**src/logic/sched_settings.svh**
```systemverilog
// Task scheduler settings
`ifndef SCHED_SETTINGS_SVH
`define SCHED_SETTINGS_SVH

// Cluster size
`define NUM_ACCS            4
`define SUBQUEUE_LEN        16
`define NUM_ACC_TYPES       2

// Accelerator type table, each type owns a contiguous range of accelerators
`define TYPE0_CODE          64'h0000_0000_1234_0001
`define TYPE0_BASE          0
`define TYPE0_COUNT         3
`define TYPE1_CODE          64'h0000_0000_5678_0002
`define TYPE1_BASE          3
`define TYPE1_COUNT         1

// Task and command header fields
`define NUM_ARGS_OFFSET     8
`define TASK_ID_GIVEN_BIT   0
`define ENTRY_VALID_BIT     0
`define CMD_TYPE_OFFSET     24
`define CMD_TYPE_EXEC       8'h01

// Argument flag word
`define ARG_IDX_OFFSET      32
`define ARG_FLAG_OFFSET     4
`define DEFAULT_ARG_FLAGS   2'b11

`define ACK_OK_CODE         8'h01
`define ACK_REJECT_CODE     8'h00
`define GEN_ID_PREFIX       32'hf000_0000
`define HEADER_SLOTS        3

`endif

```
**src/logic/sched_pkg.sv**
```systemverilog
// Scheduler shared types
`default_nettype none

`include "sched_settings.svh"

package sched_pkg;

    // Accelerator number
    typedef logic [$clog2(`NUM_ACCS)-1:0] acc_id_t;

    // Ring position inside one subqueue
    typedef logic [$clog2(`SUBQUEUE_LEN)-1:0] slot_idx_t;

    // One extra bit so a completely free ring can be counted
    typedef logic [$clog2(`SUBQUEUE_LEN):0] slot_cnt_t;

    typedef logic [3:0] arg_cnt_t;

    // Stream and command queue word
    typedef logic [63:0] word_t;

    typedef logic [7:0] ack_t;

endpackage

`default_nettype wire

```
**src/logic/acc_selector.sv**
```systemverilog
// Round-robin accelerator selector
`timescale 1ns/10ps
`default_nettype none

`include "sched_settings.svh"

module acc_selector (
    input  wire                      clk,
    input  wire                      rstn,
    input  wire                      sel_req,
    input  wire sched_pkg::word_t    sel_type,
    output sched_pkg::acc_id_t       sel_acc
);

    localparam int TYPE_BITS = (`NUM_ACC_TYPES > 1) ? $clog2(`NUM_ACC_TYPES) : 1;

    localparam sched_pkg::word_t   TYPE_CODE [`NUM_ACC_TYPES] = '{`TYPE0_CODE, `TYPE1_CODE};
    localparam sched_pkg::acc_id_t TYPE_BASE [`NUM_ACC_TYPES] = '{`TYPE0_BASE, `TYPE1_BASE};
    localparam sched_pkg::acc_id_t TYPE_LAST [`NUM_ACC_TYPES] =
        '{`TYPE0_COUNT - 1, `TYPE1_COUNT - 1};

    sched_pkg::acc_id_t   offset [`NUM_ACC_TYPES];
    logic [TYPE_BITS-1:0] hit_idx;

    // Unknown codes fall back to the first table entry
    always_comb begin
        hit_idx = '0;
        for (int t = 0; t < `NUM_ACC_TYPES; t++) begin
            if (sel_type == TYPE_CODE[t]) hit_idx = TYPE_BITS'(t);
        end
    end

    always_ff @(posedge clk) begin
        if (!rstn) begin
            sel_acc <= '0;
            for (int t = 0; t < `NUM_ACC_TYPES; t++) offset[t] <= '0;
        end else if (sel_req) begin
            sel_acc <= TYPE_BASE[hit_idx] + offset[hit_idx];
            if (offset[hit_idx] == TYPE_LAST[hit_idx]) begin
                offset[hit_idx] <= '0;
            end else begin
                offset[hit_idx] <= offset[hit_idx] + 1'b1;
            end
        end
    end

endmodule

`default_nettype wire

```
**src/logic/subqueue_tracker.sv**
```systemverilog
// Subqueue ring tracker
`timescale 1ns/10ps
`default_nettype none

`include "sched_settings.svh"

module subqueue_tracker #(
    parameter int ACC_NUM = 0
) (
    input  wire                        clk,
    input  wire                        rstn,
    input  wire                        reserve_req,
    input  wire sched_pkg::acc_id_t    reserve_acc,
    input  wire sched_pkg::slot_cnt_t  reserve_slots,
    input  wire                        retire_valid,
    input  wire sched_pkg::acc_id_t    retire_acc,
    input  wire sched_pkg::slot_cnt_t  retire_slots,
    output logic                       fits,
    output sched_pkg::slot_idx_t       base_idx
);

    sched_pkg::slot_idx_t wr_idx;
    sched_pkg::slot_cnt_t free_cnt;
    sched_pkg::slot_cnt_t take;
    sched_pkg::slot_cnt_t give;
    logic                 grant;

    assign fits     = reserve_slots <= free_cnt;
    assign grant    = reserve_req && fits && reserve_acc == sched_pkg::acc_id_t'(ACC_NUM);
    assign base_idx = wr_idx;

    // A reservation and a retire may hit the same cycle
    assign take = grant ? reserve_slots : '0;
    assign give = (retire_valid && retire_acc == sched_pkg::acc_id_t'(ACC_NUM)) ?
                  retire_slots : '0;

    always_ff @(posedge clk) begin
        if (!rstn) begin
            wr_idx   <= '0;
            free_cnt <= sched_pkg::slot_cnt_t'(`SUBQUEUE_LEN);
        end else begin
            if (grant) wr_idx <= wr_idx + sched_pkg::slot_idx_t'(reserve_slots);
            free_cnt <= free_cnt - take + give;
        end
    end

endmodule

`default_nettype wire

```
**src/logic/cmd_queue_writer.sv**
```systemverilog
// Command queue writer
`timescale 1ns/10ps
`default_nettype none

`include "sched_settings.svh"

module cmd_queue_writer (
    input  wire                        clk,
    input  wire                        rstn,
    input  wire                        cmd_start,
    input  wire sched_pkg::acc_id_t    reserve_acc,
    input  wire sched_pkg::slot_idx_t  base_idx [`NUM_ACCS],
    input  wire                        word_valid,
    input  wire sched_pkg::word_t      word_data,
    input  wire                        cmd_done,
    input  wire sched_pkg::word_t      cmd_header,
    output logic [$bits(sched_pkg::acc_id_t)+$bits(sched_pkg::slot_idx_t)-1:0] cmdq_addr,
    output logic                       cmdq_en,
    output sched_pkg::word_t           cmdq_din,
    output logic                       nempty_write,
    output sched_pkg::acc_id_t         nempty_acc
);

    sched_pkg::acc_id_t   acc;
    sched_pkg::slot_idx_t base;
    sched_pkg::slot_idx_t body_idx;
    sched_pkg::word_t     hdr_word;
    logic                 hdr_written;

    always_comb begin
        hdr_word = cmd_header;
        hdr_word[`ENTRY_VALID_BIT] = 1'b1;
    end

    always_ff @(posedge clk) begin
        if (!rstn) begin
            cmdq_en      <= 1'b0;
            hdr_written  <= 1'b0;
            nempty_write <= 1'b0;
        end else begin
            cmdq_en      <= word_valid || cmd_done;
            hdr_written  <= cmd_done;
            nempty_write <= hdr_written;
        end
    end

    // Body fills base+1 onward and wraps in the ring, header goes to base last
    always_ff @(posedge clk) begin
        if (cmd_start) begin
            acc      <= reserve_acc;
            base     <= base_idx[reserve_acc];
            body_idx <= base_idx[reserve_acc] + 1'b1;
        end
        if (word_valid) begin
            cmdq_addr <= {acc, body_idx};
            cmdq_din  <= word_data;
            body_idx  <= body_idx + 1'b1;
        end
        if (cmd_done) begin
            cmdq_addr <= {acc, base};
            cmdq_din  <= hdr_word;
        end
        if (hdr_written) nempty_acc <= acc;
    end

endmodule

`default_nettype wire

```
**src/logic/task_dispatcher.sv**
```systemverilog
// Task stream dispatcher
`timescale 1ns/10ps
`default_nettype none

`include "sched_settings.svh"

module task_dispatcher (
    input  wire                        clk,
    input  wire                        rstn,
    input  wire sched_pkg::word_t      in_data,
    input  wire                        in_valid,
    input  wire                        in_last,
    input  wire sched_pkg::acc_id_t    in_src,
    output logic                       in_ready,
    output sched_pkg::word_t           out_data,
    output logic                       out_valid,
    input  wire                        out_ready,
    output sched_pkg::acc_id_t         out_dest,
    output logic                       sel_req,
    output sched_pkg::word_t           sel_type,
    input  wire sched_pkg::acc_id_t    sel_acc,
    output logic                       reserve_req,
    output sched_pkg::acc_id_t         reserve_acc,
    output sched_pkg::slot_cnt_t       reserve_slots,
    input  wire [`NUM_ACCS-1:0]        fits,
    output logic                       cmd_start,
    output logic                       word_valid,
    output sched_pkg::word_t           word_data,
    output logic                       cmd_done,
    output sched_pkg::word_t           cmd_header
);

    typedef enum logic [3:0] {
        S_IDLE, S_HEADER, S_TASK_ID, S_PARENT, S_TYPE, S_SELECT, S_WR_TID, S_WR_PID,
        S_ARG_FLAG, S_ARG_VAL, S_WR_HDR, S_DRAIN, S_FLUSH, S_ACK
    } state_t;

    state_t               state;
    sched_pkg::acc_id_t   src;
    sched_pkg::arg_cnt_t  nargs;
    sched_pkg::arg_cnt_t  arg_idx;
    sched_pkg::word_t     task_id;
    sched_pkg::word_t     parent_id;
    sched_pkg::word_t     arg_buf;
    sched_pkg::word_t     flag_word;
    sched_pkg::ack_t      ack_code;
    logic                 type_last;
    logic                 ack_ok;
    logic [31:0]          gen_cnt;
    logic [5:0]           need_slots;

    assign in_ready = state inside {S_HEADER, S_TASK_ID, S_PARENT, S_TYPE, S_ARG_FLAG, S_DRAIN};

    assign sel_req  = state == S_TYPE && in_valid;
    assign sel_type = in_data;

    // Oversized commands ask for more than a ring holds so they never fit
    assign need_slots    = 6'(`HEADER_SLOTS) + {1'b0, nargs, 1'b0};
    assign reserve_slots = (need_slots > 6'(`SUBQUEUE_LEN)) ?
                           sched_pkg::slot_cnt_t'(`SUBQUEUE_LEN + 1) :
                           sched_pkg::slot_cnt_t'(need_slots);
    assign reserve_req   = state == S_SELECT;
    assign reserve_acc   = sel_acc;
    assign cmd_start     = reserve_req && fits[sel_acc];

    always_comb begin
        flag_word = '0;
        flag_word[`ARG_IDX_OFFSET +: 4]  = arg_idx;
        flag_word[`ARG_FLAG_OFFSET +: 2] = `DEFAULT_ARG_FLAGS;
        cmd_header = '0;
        cmd_header[`CMD_TYPE_OFFSET +: 8] = `CMD_TYPE_EXEC;
        cmd_header[`NUM_ARGS_OFFSET +: 4] = nargs;
    end

    always_comb begin
        word_valid = 1'b0;
        word_data  = task_id;
        case (state)
            S_WR_TID: word_valid = 1'b1;
            S_WR_PID: begin
                word_valid = 1'b1;
                word_data  = parent_id;
            end
            S_ARG_FLAG: begin
                word_valid = in_valid;
                word_data  = flag_word;
            end
            S_ARG_VAL: begin
                word_valid = 1'b1;
                word_data  = arg_buf;
            end
            default: ;
        endcase
    end

    assign cmd_done  = state == S_WR_HDR;
    assign ack_code  = ack_ok ? `ACK_OK_CODE : `ACK_REJECT_CODE;
    assign out_data  = {56'd0, ack_code};
    assign out_valid = state == S_ACK;
    assign out_dest  = src;

    always_ff @(posedge clk) begin
        if (!rstn) begin
            state   <= S_IDLE;
            gen_cnt <= '0;
        end else begin
            case (state)
                S_IDLE:    state <= S_HEADER;
                S_HEADER: begin
                    if (in_valid) begin
                        state <= in_data[`TASK_ID_GIVEN_BIT] ? S_TASK_ID : S_PARENT;
                    end
                end
                S_TASK_ID: if (in_valid) state <= S_PARENT;
                S_PARENT:  if (in_valid) state <= S_TYPE;
                S_TYPE:    if (in_valid) state <= S_SELECT;
                S_SELECT: begin
                    if (fits[sel_acc]) begin
                        state <= S_WR_TID;
                    end else begin
                        state <= type_last ? S_ACK : S_DRAIN;
                    end
                end
                S_WR_TID:  state <= S_WR_PID;
                S_WR_PID:  state <= (nargs == '0) ? S_WR_HDR : S_ARG_FLAG;
                S_ARG_FLAG: if (in_valid) state <= S_ARG_VAL;
                S_ARG_VAL: state <= (arg_idx == nargs - 1'b1) ? S_WR_HDR : S_ARG_FLAG;
                S_WR_HDR: begin
                    gen_cnt <= gen_cnt + 1'b1;
                    state   <= S_FLUSH;
                end
                S_DRAIN:   if (in_valid && in_last) state <= S_FLUSH;
                // Lets the header write land before the acknowledge
                S_FLUSH:   state <= S_ACK;
                S_ACK:     if (out_ready) state <= S_HEADER;
                default:   state <= S_IDLE;
            endcase
        end
    end

    always_ff @(posedge clk) begin
        case (state)
            S_HEADER: begin
                src     <= in_src;
                nargs   <= in_data[`NUM_ARGS_OFFSET +: 4];
                arg_idx <= '0;
                task_id <= {`GEN_ID_PREFIX, gen_cnt};
            end
            S_TASK_ID:  if (in_valid) task_id <= in_data;
            S_PARENT:   parent_id <= in_data;
            S_TYPE:     type_last <= in_last;
            S_SELECT:   ack_ok <= fits[sel_acc];
            S_ARG_FLAG: arg_buf <= in_data;
            S_ARG_VAL:  arg_idx <= arg_idx + 1'b1;
            default: ;
        endcase
    end

endmodule

`default_nettype wire

```
**src/logic/task_scheduler.sv**
```systemverilog
// Task scheduler top level
`timescale 1ns/10ps
`default_nettype none

`include "sched_settings.svh"

module task_scheduler (
    input  wire                        clk,
    input  wire                        rstn,
    input  wire sched_pkg::word_t      in_data,
    input  wire                        in_valid,
    input  wire                        in_last,
    input  wire sched_pkg::acc_id_t    in_src,
    output logic                       in_ready,
    output sched_pkg::word_t           out_data,
    output logic                       out_valid,
    input  wire                        out_ready,
    output sched_pkg::acc_id_t         out_dest,
    output logic [$bits(sched_pkg::acc_id_t)+$bits(sched_pkg::slot_idx_t)-1:0] cmdq_addr,
    output logic                       cmdq_en,
    output sched_pkg::word_t           cmdq_din,
    input  wire                        retire_valid,
    input  wire sched_pkg::acc_id_t    retire_acc,
    input  wire sched_pkg::slot_cnt_t  retire_slots,
    output logic                       nempty_write,
    output sched_pkg::acc_id_t         nempty_acc
);

    wire                       sel_req;
    wire sched_pkg::word_t     sel_type;
    wire sched_pkg::acc_id_t   sel_acc;
    wire                       reserve_req;
    wire sched_pkg::acc_id_t   reserve_acc;
    wire sched_pkg::slot_cnt_t reserve_slots;
    wire                       cmd_start;
    wire                       word_valid;
    wire sched_pkg::word_t     word_data;
    wire                       cmd_done;
    wire sched_pkg::word_t     cmd_header;

    // One bit and one write index per subqueue
    wire [`NUM_ACCS-1:0]       fits;
    wire sched_pkg::slot_idx_t base_idx [`NUM_ACCS];

    task_dispatcher u_dispatcher (
        .clk(clk), .rstn(rstn),
        .in_data(in_data), .in_valid(in_valid), .in_last(in_last), .in_src(in_src),
        .in_ready(in_ready),
        .out_data(out_data), .out_valid(out_valid), .out_ready(out_ready), .out_dest(out_dest),
        .sel_req(sel_req), .sel_type(sel_type), .sel_acc(sel_acc),
        .reserve_req(reserve_req), .reserve_acc(reserve_acc), .reserve_slots(reserve_slots),
        .fits(fits),
        .cmd_start(cmd_start), .word_valid(word_valid), .word_data(word_data),
        .cmd_done(cmd_done), .cmd_header(cmd_header)
    );

    acc_selector u_selector (
        .clk(clk), .rstn(rstn),
        .sel_req(sel_req), .sel_type(sel_type), .sel_acc(sel_acc)
    );

    for (genvar a = 0; a < `NUM_ACCS; a++) begin : g_tracker
        subqueue_tracker #(.ACC_NUM(a)) u_tracker (
            .clk(clk), .rstn(rstn),
            .reserve_req(reserve_req), .reserve_acc(reserve_acc),
            .reserve_slots(reserve_slots),
            .retire_valid(retire_valid), .retire_acc(retire_acc),
            .retire_slots(retire_slots),
            .fits(fits[a]), .base_idx(base_idx[a])
        );
    end

    cmd_queue_writer u_writer (
        .clk(clk), .rstn(rstn),
        .cmd_start(cmd_start), .reserve_acc(reserve_acc), .base_idx(base_idx),
        .word_valid(word_valid), .word_data(word_data),
        .cmd_done(cmd_done), .cmd_header(cmd_header),
        .cmdq_addr(cmdq_addr), .cmdq_en(cmdq_en), .cmdq_din(cmdq_din),
        .nempty_write(nempty_write), .nempty_acc(nempty_acc)
    );

endmodule

`default_nettype wire

```
**config.mk**
```make
export PLATFORM = sky130hd
export DESIGN_NAME = task_scheduler
export DESIGN_NICKNAME = d
export VERILOG_FILES = /design/src/logic/sched_pkg.sv /design/src/logic/acc_selector.sv /design/src/logic/subqueue_tracker.sv /design/src/logic/cmd_queue_writer.sv /design/src/logic/task_dispatcher.sv /design/src/logic/task_scheduler.sv
export VERILOG_INCLUDE_DIRS = /design/src /design/src/logic
export SDC_FILE = /design/constraint.sdc
export NUM_CORES = 1
export LEC_CHECK = 0
export ABC_AREA = 1
export BUFFER_PORTS_ARGS = -buffer_cell sky130_fd_sc_hd__buf_2
export CORE_AREA = 3 3 216 218
export CTS_CLUSTER_SIZE = 20
export DETAILED_ROUTE_END_ITERATION = 10
export DIE_AREA = 0 0 219 221
export GPL_TIMING_DRIVEN = 1
export PLACE_DENSITY = 0.69
export SETUP_SLACK_MARGIN = 0.02
export SLEW_MARGIN = 20
export SYNTH_ARGS = -nofsm -noshare
export SYNTH_HDL_FRONTEND = slang
export SYNTH_HIERARCHICAL = 1
export SYNTH_SLANG_ARGS = --single-unit
```
**constraint.sdc**
```tcl
create_clock -name clk -period 4.37 [get_ports clk]
set_input_delay 0.2185 -clock clk [delete_from_list [all_inputs] [get_ports clk]]
set_output_delay 0.2185 -clock clk [all_outputs]
set_load 0.005 [all_outputs]
```
==> summary.txt, run 1 <==
Min path
  – Hold Crit Class: input pin to flip-flop
  – Hold_sp: rstn
  – WHS Path Cells: 3
  – Hold path endpoint: u_dispatcher/gen_cnt[17]

Finish
  – Area grow syn2layout: 12.3%
  – Layout filler cell count: 4134
  – Share of cells above drive strength 1: 0.142
  – Nets@finish: 2520
  – Commonest non-fill, non-tap cell in the layout: nand2_1
  – Most frequent cells in the layout: nand2_1, edfxtp_1, inv_1

Detailed routing
  – Vias: 14600
  – Drt total wl: 47.2 mm
  – Final ANT Viol Nets: 0
  – 1st-iter DRT viols: 1046
  – DR pass1 iterations: 5
  – Drt wl/cell: 15.8 um
  – Vias per cell: 4.86
  – Residual DRC: 0

Setup path
  – Worst R2R Path Depth: 25
  – Max stage delay on crit path: 0.49 ns
  – Crit path required time: 4.80 ns
  – Worst EP arrival: 4.39 ns
  – Worst Path Buf+Inv: 5
  – Setup CP Type: flip-flop to flip-flop
  – Crit-path slowest cell: fa_1
  – Reg-to-Reg End: g_tracker[3].u_tracker/free_cnt[4]
  – Worst-path fanout max: 12
  – Startpoint Class: flip-flop
  – Most Frequent Cell on Critical Path: nand2_1
  – Flop2flop setup slack: 0.41 ns
  – Crit end category: flip-flop
  – CP delay by family, top: adder cells
  – R2R Path Start: u_dispatcher/nargs[1]

Placed design
  – IO buf count: 157
  – DP HPWL: 32.1 mm
  – Placer Congestion: 0.902

Status
  – Status: finished clean

Timing
  – TNS Setup: 0 ns
  – Period utilization: 0.906
  – Final Max Slew Viols: 0
  – Worst slew pin tran: 1.05 ns
  – RSZ-0062 raised after global routing: false
  – Rel. slew slack: 0.303
  – Post-route clock skew: 0.0218 ns
  – Minimum clock period: 3.96 ns
  – Fin. Hold Viols: 0
  – Final setup fails: 0
  – FMAX: 252 MHz

Pwr
  – Clk pwr share: 0.319
  – Combinational Power Share: 0.261
  – Sequential power share: 0.420
  – Pleak: 9.45 nW
  – Sw Pwr: 0.00354 W
  – Final Power: 0.0111 W
  – PD cells: 493 nW/um^2
  – Max IR drop VDD: 0.386 mV
  – Sw Ratio: 0.319
  – Pint: 0.00756 W

CTS
  – CTS Buffer Depth: 3
  – CTS buffer count: 41
  – Clk root buf: clkbuf_16
  – Post-CTS resize count: 0
  – CTS tree: done
  – # clock sinks: 367
  – Clk slew on worst S/H paths: 0.07 ns
  – Setup Buffers After CTS: 0
  – # H-tree levels: 2
  – Worst skew pair latency: 0.57 ns

Floorplanning
  – Num ports: 221
  – Horiz. Die Dim: 219 um
  – Die Y: 221 um
  – Core ar.: 45100 um^2
  – Initial core utilization: 0.445
  – Num rows: 78
  – Die ar.: 48400 um^2

Synthesis
  – Mapped Cells: 2196
  – Cell area after synthesis: 20100 um^2
  – Syn. warnings: 6
  – Mapped Avg Cell Area: 9.14 um^2

Global route
  – Initial antenna violation count: 3
  – Overflow after GRT: 0
  – First-pass GRT wire length: 74.4 mm
  – GRT Overall Usage: 0.193
  – Vias in the first global route: 14400
  – Largest net degree at the start of global routing: 67

Job
  – Max-cap viol count: 0
-- worst min-delay path: cells and delay by family --
family | cells | cell delay, ns
buf+inv | 1 | 0.30
simple gates | 2 | 0.18
-- worst max path at each step --
stage / from / endpoint / slack (ns) / depth (start not counted)
2_1_floorplan: u_dispatcher/nargs[0] / g_tracker[0].u_tracker/free_cnt[4] / 0.15 / 23
4_1_cts: u_dispatcher/nargs[1] / g_tracker[0].u_tracker/free_cnt[4] / 0.40 / 25
3_5_place_dp: u_dispatcher/nargs[1] / g_tracker[0].u_tracker/free_cnt[4] / 0.39 / 25
6_report: u_dispatcher/nargs[1] / g_tracker[3].u_tracker/free_cnt[4] / 0.41 / 25
3_3_place_gp: u_dispatcher/nargs[1] / g_tracker[0].u_tracker/free_cnt[4] / 0.51 / 25
5_1_grt: u_dispatcher/nargs[1] / g_tracker[2].u_tracker/free_cnt[4] / 0.05 / 25
-- through the flow --
| stage | setup WS [ns] | util | cell area (um^2) | cells | hold slack, ns |
|---|---|---|---|---|---|
| 2_1_floorplan | 0.153 | - | 20500 | 2317 | 0.303 |
| 3_3_place_gp | 0.512 | 0.455 | 20500 | 2853 | 0.396 |
| 3_5_place_dp | 0.388 | 0.455 | 20500 | 2853 | 0.397 |
| 4_1_cts | 0.404 | 0.500 | 22500 | 2993 | 0.155 |
| 5_1_grt | 0.0510 | 0.500 | 22500 | 2994 | 0.202 |
| 6_report | 0.409 | 0.500 | 22600 | 2995 | 0.188 |
-- metal layers --
metal	vias to the layer above	part of all wire	global-route usage	wire (um)
met3	84	0.062	0.0334	2930
met4	2	0.024	0.0594	1150
met1	6892	0.42	0.249	19900
met5	-	0.00028	0	13
met2	439	0.49	0.330	23200
li1	7145	-	-	-
-- registers in the layout, indices dropped and copies added (netlist names), 4 cells and up --
name / flops
u_dispatcher/arg_buf: 64
u_dispatcher/parent_id: 64
u_dispatcher/task_id: 64
u_writer/cmdq_din: 64
u_dispatcher/gen_cnt: 32
g_tracker.u_tracker/free_cnt: 20
g_tracker.u_tracker/base_idx: 16
u_writer/cmdq_addr: 6
u_dispatcher/arg_idx: 4
u_dispatcher/nargs: 4
u_dispatcher/state: 4
u_selector/offset: 4
u_writer/base: 4
u_writer/body_idx: 4
-- final cells by class --
type	instances	area (um^2)	area share
repair buffers	243	1620	0.0720
diodes	2	5.00	0.000222
well taps	600	751	0.0333
flip-flops and latches	367	10200	0.454
inverters	266	1030	0.0459
clock buffers	50	1080	0.0479
clock inverters	23	300	0.0133
multi-input cells	1444	7520	0.333
-- power groups by stage --
stage	clock network, W	registers, W	logic [W]
global placement	0	0.00472	0.00273
CTS	0.00364	0.00467	0.00291
detailed placement	0	0.00474	0.00284
finish	0.00354	0.00466	0.00290
floorplan	0	0.00471	0.00219
global route	0.00376	0.00472	0.00328
-- repair_timing --
item | in CTS | in global routing
setup endpoints to repair | 0 | 0
hold buffers | 67 | 0
endpoints found under the hold margin | 190 | 0
Note: power is estimated with default switching activity, not from simulation.
==> run 2, diff against run 1 <==
--- a/config.mk
+++ b/config.mk
@@ -13,7 +13,7 @@
 export DETAILED_ROUTE_END_ITERATION = 10
 export DIE_AREA = 0 0 219 221
 export GPL_TIMING_DRIVEN = 1
-export PLACE_DENSITY = 0.69
+export PLACE_DENSITY = 0.77
 export SETUP_SLACK_MARGIN = 0.02
 export SLEW_MARGIN = 20
 export SYNTH_ARGS = -nofsm -noshare
==> run 2 against run 1 <==
Against the previous run:
- utilization down 0.078 points
- final cell count about the same
- hold slack worse by 0.0045 ns
- register-to-register slack worse by 0.04 ns
- critical path type unchanged
- critical endpoint unchanged
- largest power group unchanged
==> summary.txt, run 2 (synthesis results as in run 1) <==
Status
  – Status: finished clean

Detailed routing
  – Drt wl/cell: 16.0 um (+1.4%)
  – 1st-iter DRT viols: 1100 (+5.2%)
  – DR pass1 iterations: 8 (+3)
  – Final ANT Viol Nets: 0 (unchanged)
  – Residual DRC: 0 (unchanged)
  – Vias: 14700 (+1.0%)
  – Drt total wl: 47.9 mm (+1.5%)
  – Vias per cell: 4.91 (+0.96%)

Floorplanning
  – Initial core utilization: 0.445 (unchanged)
  – Num ports: 221 (unchanged)
  – Die Y: 221 um (unchanged)
  – Core ar.: 45100 um^2 (unchanged)
  – Num rows: 78 (unchanged)
  – Horiz. Die Dim: 219 um (unchanged)
  – Die ar.: 48400 um^2 (unchanged)

Setup path
  – Worst EP arrival: 4.44 ns (+0.05 ns)
  – Flop2flop setup slack: 0.37 ns (-0.04 ns)
  – Startpoint Class: flip-flop
  – R2R Path Start: u_dispatcher/nargs[0]
  – Reg-to-Reg End: g_tracker[3].u_tracker/free_cnt[4]
  – Worst R2R Path Depth: 25 (unchanged)
  – Crit end category: flip-flop
  – Setup CP Type: flip-flop to flip-flop
  – Worst-path fanout max: 9 (-3)
  – Crit path required time: 4.80 ns (about the same)

CTS
  – CTS Buffer Depth: 3 (unchanged)
  – # clock sinks: 367 (unchanged)
  – Worst skew pair latency: 0.57 ns (about the same)
  – Clk root buf: clkbuf_16
  – CTS buffer count: 41 (unchanged)
  – Clk slew on worst S/H paths: 0.06 ns (about the same)
  – Post-CTS resize count: 0 (unchanged)
  – Setup Buffers After CTS: 0 (unchanged)
  – CTS tree: done
  – # H-tree levels: 2 (unchanged)

Global route
  – GRT Overall Usage: 0.193 (about the same)
  – Vias in the first global route: 14300 (-0.82%)
  – First-pass GRT wire length: 74.6 mm (+0.28%)
  – Initial antenna violation count: 2 (-1)
  – Largest net degree at the start of global routing: 67 (unchanged)
  – Overflow after GRT: 0 (unchanged)

Placed design
  – Placed cells: 2855 (+0.070%)
  – IO buf count: 157 (unchanged)
  – Placer Congestion: 0.879 (-2.6%)
  – DP HPWL: 32.2 mm (+0.25%)

Finish
  – Nets@finish: 2522 (+0.079%)
  – Layout filler cell count: 4042 (-2.2%)
  – Most frequent cells in the layout: nand2_1, edfxtp_1, inv_1
  – Share of cells above drive strength 1: 0.142 (+0.000657)
  – Commonest non-fill, non-tap cell in the layout: nand2_1
  – Final cell count without fillers: 2997 (+0.067%)
  – Area grow syn2layout: 12.2%

Timing
  – Period utilization: 0.916 (+0.00909)
  – RSZ-0062 raised after global routing: false
  – Minimum clock period: 4.00 ns (+0.0397 ns)
  – Final Max Slew Viols: 0 (unchanged)
  – Fin. Hold Viols: 0 (unchanged)
  – TNS Setup: 0 ns (unchanged)
  – Post-route clock skew: 0.0184 ns (-0.00335 ns)
  – Worst slew pin tran: 1.11 ns (+0.0614 ns)
  – Final setup fails: 0 (unchanged)
  – FMAX: 250 MHz (-0.99%)
  – Rel. slew slack: 0.262 (-0.0409)

Pwr
  – PD cells: 490 nW/um^2 (-0.60%)
  – Max IR drop VDD: 0.322 mV (-17%)
  – Pleak: 9.43 nW (-0.18%)

Job
  – Max-cap viol count: 0 (unchanged)

Min path
  – WHS Path Cells: 3 (unchanged)
  – Hold path endpoint: g_tracker[2].u_tracker/free_cnt[0]
  – Hold_sp: rstn
  – Hold Crit Class: input pin to flip-flop
==> run 2: worst max path at each step <==
stage	end	start	depth (start not counted)	slack (ns)
floorplan	g_tracker[0].u_tracker/free_cnt[4]	u_dispatcher/nargs[0]	23	0.15
global placement	g_tracker[2].u_tracker/free_cnt[4]	u_dispatcher/nargs[0]	25	0.51
detailed placement	g_tracker[2].u_tracker/free_cnt[4]	u_dispatcher/nargs[0]	25	0.39
CTS	g_tracker[2].u_tracker/free_cnt[4]	u_dispatcher/nargs[0]	25	0.36
global route	g_tracker[1].u_tracker/free_cnt[4]	u_dispatcher/nargs[0]	25	0.03
finish	g_tracker[3].u_tracker/free_cnt[4]	u_dispatcher/nargs[0]	25	0.37
==> run 2: area by class of cell <==
class	instances	area, um^2	share of cell area
diodes	1	2.50	0.000111
clock buffers	51	1110	0.0495
clock inverters	23	231	0.0103
inverters	266	1030	0.0460
multi-input cells	1444	7520	0.334
flip-flops and latches	367	10200	0.455
well taps	600	751	0.0333
repair buffers	245	1630	0.0722
==> run 2: routing by layer <==
layer	GRT usage	part of all wire	vias up
li1	-	-	7153
met1	0.252	0.42	6958
met2	0.321	0.48	507
met3	0.0354	0.071	92
met4	0.0690	0.032	2
met5	0	0.00027	-
==> run 2: stage by stage <==
step	setup slack (ns)	cell area, um^2	utilization	hold WS (ns)	power (W)
after detailed placement	0.386	20500	0.455	0.398	0.00758
final	0.369	22500	0.499	0.184	0.0110
after global routing	0.0323	22500	0.499	0.181	0.0117
after floorplan	0.153	20500	-	0.303	0.00690
after CTS	0.360	22500	0.499	0.158	0.0111
after global placement	0.507	20500	0.455	0.397	0.00747
==> run 2: power breakdown <==
part           internal [W]  switching (W)
Clock               0.00200        0.00144
Sequential          0.00447       0.000202
Combinational      0.000976        0.00194
Total               0.00745        0.00357
==> run 2: repair_timing <==
item | in CTS | in global routing
endpoints found under the setup margin | 0 | 0
hold buffers | 67 | 0
endpoints found under the hold margin | 183 | 0
==> run 2: critical path, cell delays in order, from the launching register on <==
cell,delay (ns)
edfxtp_1,0.40
ha_1,0.22
nand2_1,0.07
inv_1,0.06
nor3_1,0.16
a21oi_1,0.11
nor3_2,0.25
buf_4,0.21
ha_1,0.24
nand2_2,0.09
inv_1,0.04
nand2_1,0.07
nand3_2,0.09
nand2_4,0.11
nand2_8,0.09
nor2_1,0.16
fa_1,0.49
fa_1,0.48
nor2_1,0.14
nor2_1,0.06
inv_1,0.05
nand2_1,0.04
nand2_1,0.06
inv_1,0.04
nand2_1,0.06
nand3_1,0.05
==> run 3, diff against run 2 <==
--- a/config.mk
+++ b/config.mk
@@ -12,7 +12,9 @@
 export CTS_CLUSTER_SIZE = 20
 export DETAILED_ROUTE_END_ITERATION = 10
 export DIE_AREA = 0 0 219 221
+export GPL_ROUTABILITY_DRIVEN = 1
 export GPL_TIMING_DRIVEN = 1
+export MAX_ROUTING_LAYER = met4
 export PLACE_DENSITY = 0.77
 export SETUP_SLACK_MARGIN = 0.02
 export SLEW_MARGIN = 20
==> run 3 against run 2 <==
Against the previous run:
- global-route usage up 0.63 points
- cell area fell by 0.36%
- sequential share of layout area is 0.16 points higher
- clock-buffer cell count up 5
- critical path depth stayed put
- die area stayed put
- final cell count about the same
- register-to-register slack about the same
- non-clock buffer count grew 1
- critical endpoint is now g_tracker[0].u_tracker/free_cnt[4]
- largest cell class unchanged
- largest power group unchanged
- highest routed layer is now met4
==> summary.txt, run 3 (synthesis results as in run 1) <==
Floorplanning
  – Initial core utilization: 0.445 (unchanged)
  – Num ports: 221 (unchanged)
  – Num rows: 78 (unchanged)
  – Horiz. Die Dim: 219 um (unchanged)
  – Die ar.: 48400 um^2 (unchanged)
  – Core ar.: 45100 um^2 (unchanged)
  – Die Y: 221 um (unchanged)

Setup path
  – Worst Path Buf+Inv: 4 (-1)
  – Setup CP Type: flip-flop to flip-flop
  – Most Frequent Cell on Critical Path: nand2_1
  – CP delay by family, top: adder cells
  – Crit end category: flip-flop
  – Crit-path slowest cell: fa_1
  – Startpoint Class: flip-flop
  – Worst EP arrival: 4.43 ns (about the same)
  – Worst-path fanout max: 9 (unchanged)
  – Max stage delay on crit path: 0.49 ns (about the same)
  – Crit path required time: 4.79 ns (about the same)

CTS
  – CTS Buffer Depth: 3 (unchanged)
  – Clk root buf: clkbuf_16
  – # clock sinks: 367 (unchanged)
  – Clk slew on worst S/H paths: 0.06 ns (about the same)
  – CTS buffer count: 41 (unchanged)
  – Worst skew pair latency: 0.55 ns (-0.02 ns)
  – # H-tree levels: 2 (unchanged)
  – CTS tree: done

Finish
  – Register area: 10200 um^2 (unchanged)
  – Layout filler cell count: 4083 (+1.0%)
  – Final Core Density: 0.498 (-0.00178)
  – Nets@finish: 2523 (+0.040%)
  – Commonest non-fill, non-tap cell in the layout: nand2_1
  – Share of cells above drive strength 1: 0.141 (-0.00125)
  – Most frequent cells in the layout: nand2_1, edfxtp_1, inv_1
  – Area grow syn2layout: 11.8%
  – Area of the multi-input gates: 7530 um^2 (+0.15%)

Pwr
  – Sw Pwr: 0.00353 W (-1.2%)
  – PD cells: 485 nW/um^2 (-0.97%)
  – Clk pwr share: 0.299 (-0.013)
  – Sequential power share: 0.430 (+0.006)
  – Sw Ratio: 0.325 (+0.000527)
  – Pleak: 9.40 nW (-0.35%)
  – Max IR drop VDD: 0.337 mV (+4.7%)
  – Combinational Power Share: 0.271 (+0.007)
  – Pint: 0.00735 W (-1.4%)

Timing
  – Fin. Hold Viols: 0 (unchanged)
  – Post-route clock skew: 0.0120 ns (-0.00644 ns)
  – Setup ws final: 0.359 ns (-0.00951 ns)
  – Final Max Slew Viols: 0 (unchanged)
  – Minimum clock period: 4.01 ns (+0.00951 ns)
  – FMAX: 249 MHz (-0.24%)
  – Period utilization: 0.918 (+0.00218)
  – Final setup fails: 0 (unchanged)
  – Rel. slew slack: 0.262 (about the same)
  – Worst slew pin tran: 1.11 ns (-0.000175 ns)

Global route
  – First-pass GRT wire length: 75.3 mm (+0.91%)
  – Largest net degree at the start of global routing: 67 (unchanged)
  – GRT Overall Usage: 0.199 (+0.00633)
  – Overflow after GRT: 0 (unchanged)
  – Vias in the first global route: 14300 (+0.33%)
  – Initial antenna violation count: 3 (+1)

Placed design
  – Post-Place Setup Slack: 0.215 ns (-0.172 ns)
  – DP HPWL: 32.0 mm (-0.67%)
  – Placer Congestion: 0.883 (+0.52%)
  – IO buf count: 157 (unchanged)

Detailed routing
  – Vias: 14700 (-0.31%)
  – Final ANT Viol Nets: 0 (unchanged)
  – DR pass1 iterations: 5 (-3)
  – Drt wl/cell: 15.9 um (-0.64%)
  – Drt total wl: 47.7 mm (-0.57%)
  – Vias per cell: 4.89 (-0.38%)
  – Residual DRC: 0 (unchanged)
  – 1st-iter DRT viols: 1060 (-3.6%)

Job
  – Max-cap viol count: 0 (unchanged)

Min path
  – Hold Crit Class: input pin to flip-flop

Status
  – Status: finished clean
-- run 3: cell types whose count changed in the layout (fill, tap and decap cells not counted), moves of 2 or more --
cell        before  now
clkinv_4         5    0
clkinvlp_4       2    0
clkinv_2         5    8
diode_2          1    3
clkbuf_1         6   12
-- run 3: power groups by stage --
stage	logic, W	clock network, W	registers, W
2_1_floorplan	0.00219	0	0.00471
3_3_place_gp	0.00274	0	0.00472
3_5_place_dp	0.00285	0	0.00474
4_1_cts	0.00291	0.00333	0.00467
5_1_grt	0.00332	0.00346	0.00472
6_report	0.00295	0.00326	0.00467
-- run 3: timing repair --
item                                    4_1_cts  5_1_grt
buffers inserted                              0        3
endpoints found under the setup margin        0        4
hold endpoints to repair                    159        0
hold buffers                                 67        0
resized for setup                             0        3
-- run 3: cell type report --
type	instances	area share
inverter	266	0.0461
clock buffer	56	0.0496
clock inverter	17	0.00580
tap	600	0.0335
timing repair buffer	246	0.0728
sequential	367	0.456
antenna	3	0.000335
multi-input combinational	1444	0.335
-- run 3: final timing paths --
kind / from / endpoint / slack, ns / cells past startpoint
worst max-delay path: u_dispatcher/nargs[0] / g_tracker[0].u_tracker/free_cnt[4] / 0.36 / 25
worst min-delay path: rstn / u_dispatcher/gen_cnt[29] / 0.21 / 3
worst min register to register: u_writer/acc[1] / u_writer/nempty_acc[1] / 0.47 / 0
worst max register to register: u_dispatcher/nargs[0] / g_tracker[0].u_tracker/free_cnt[4] / 0.36 / 25
-- run 3: worst reg2reg max path: stages, from the launching register on --
cell and delay, ns:
edfxtp_1 0.47, ha_1 0.26, nand2_1 0.07, inv_1 0.07
nor3_2 0.18, a21oi_2 0.09, nor2_1 0.16, buf_4 0.20
ha_1 0.26, nand2_1 0.08, nand2_1 0.05, nand2_1 0.07
nand3_2 0.11, nand2_4 0.13, nand2_8 0.09, nor2_1 0.15
fa_1 0.48, fa_1 0.49, nor2_1 0.12, nor2_1 0.06
inv_1 0.05, nand2_1 0.04, nand2_1 0.07, inv_1 0.04
nand2_1 0.05, nand3_1 0.06
-- run 3: stage by stage --
stage,total power [W],instances,area (um^2),TNS (ns),hold slack (ns)
floorplan,0.00690,2317,20500,0,0.303
global placement,0.00746,2853,20500,0,0.398
detailed placement,0.00759,2853,20500,0,0.404
CTS,0.0109,2993,22400,0,0.198
global route,0.0115,2999,22400,-0.0851,0.223
finish,0.0109,2999,22400,0,0.209
-- run 3: metal layers --
| layer | global-route usage | vias up | part of all wire | routed length [um] |
|---|---|---|---|---|
| li1 | - | 7155 | - | - |
| met1 | 0.258 | 6958 | 0.43 | 20600 |
| met2 | 0.321 | 471 | 0.48 | 22800 |
| met3 | 0.0332 | 82 | 0.063 | 2990 |
| met4 | 0.0604 | 0 | 0.026 | 1230 |
| met5 | - | - | 0 | 0 |
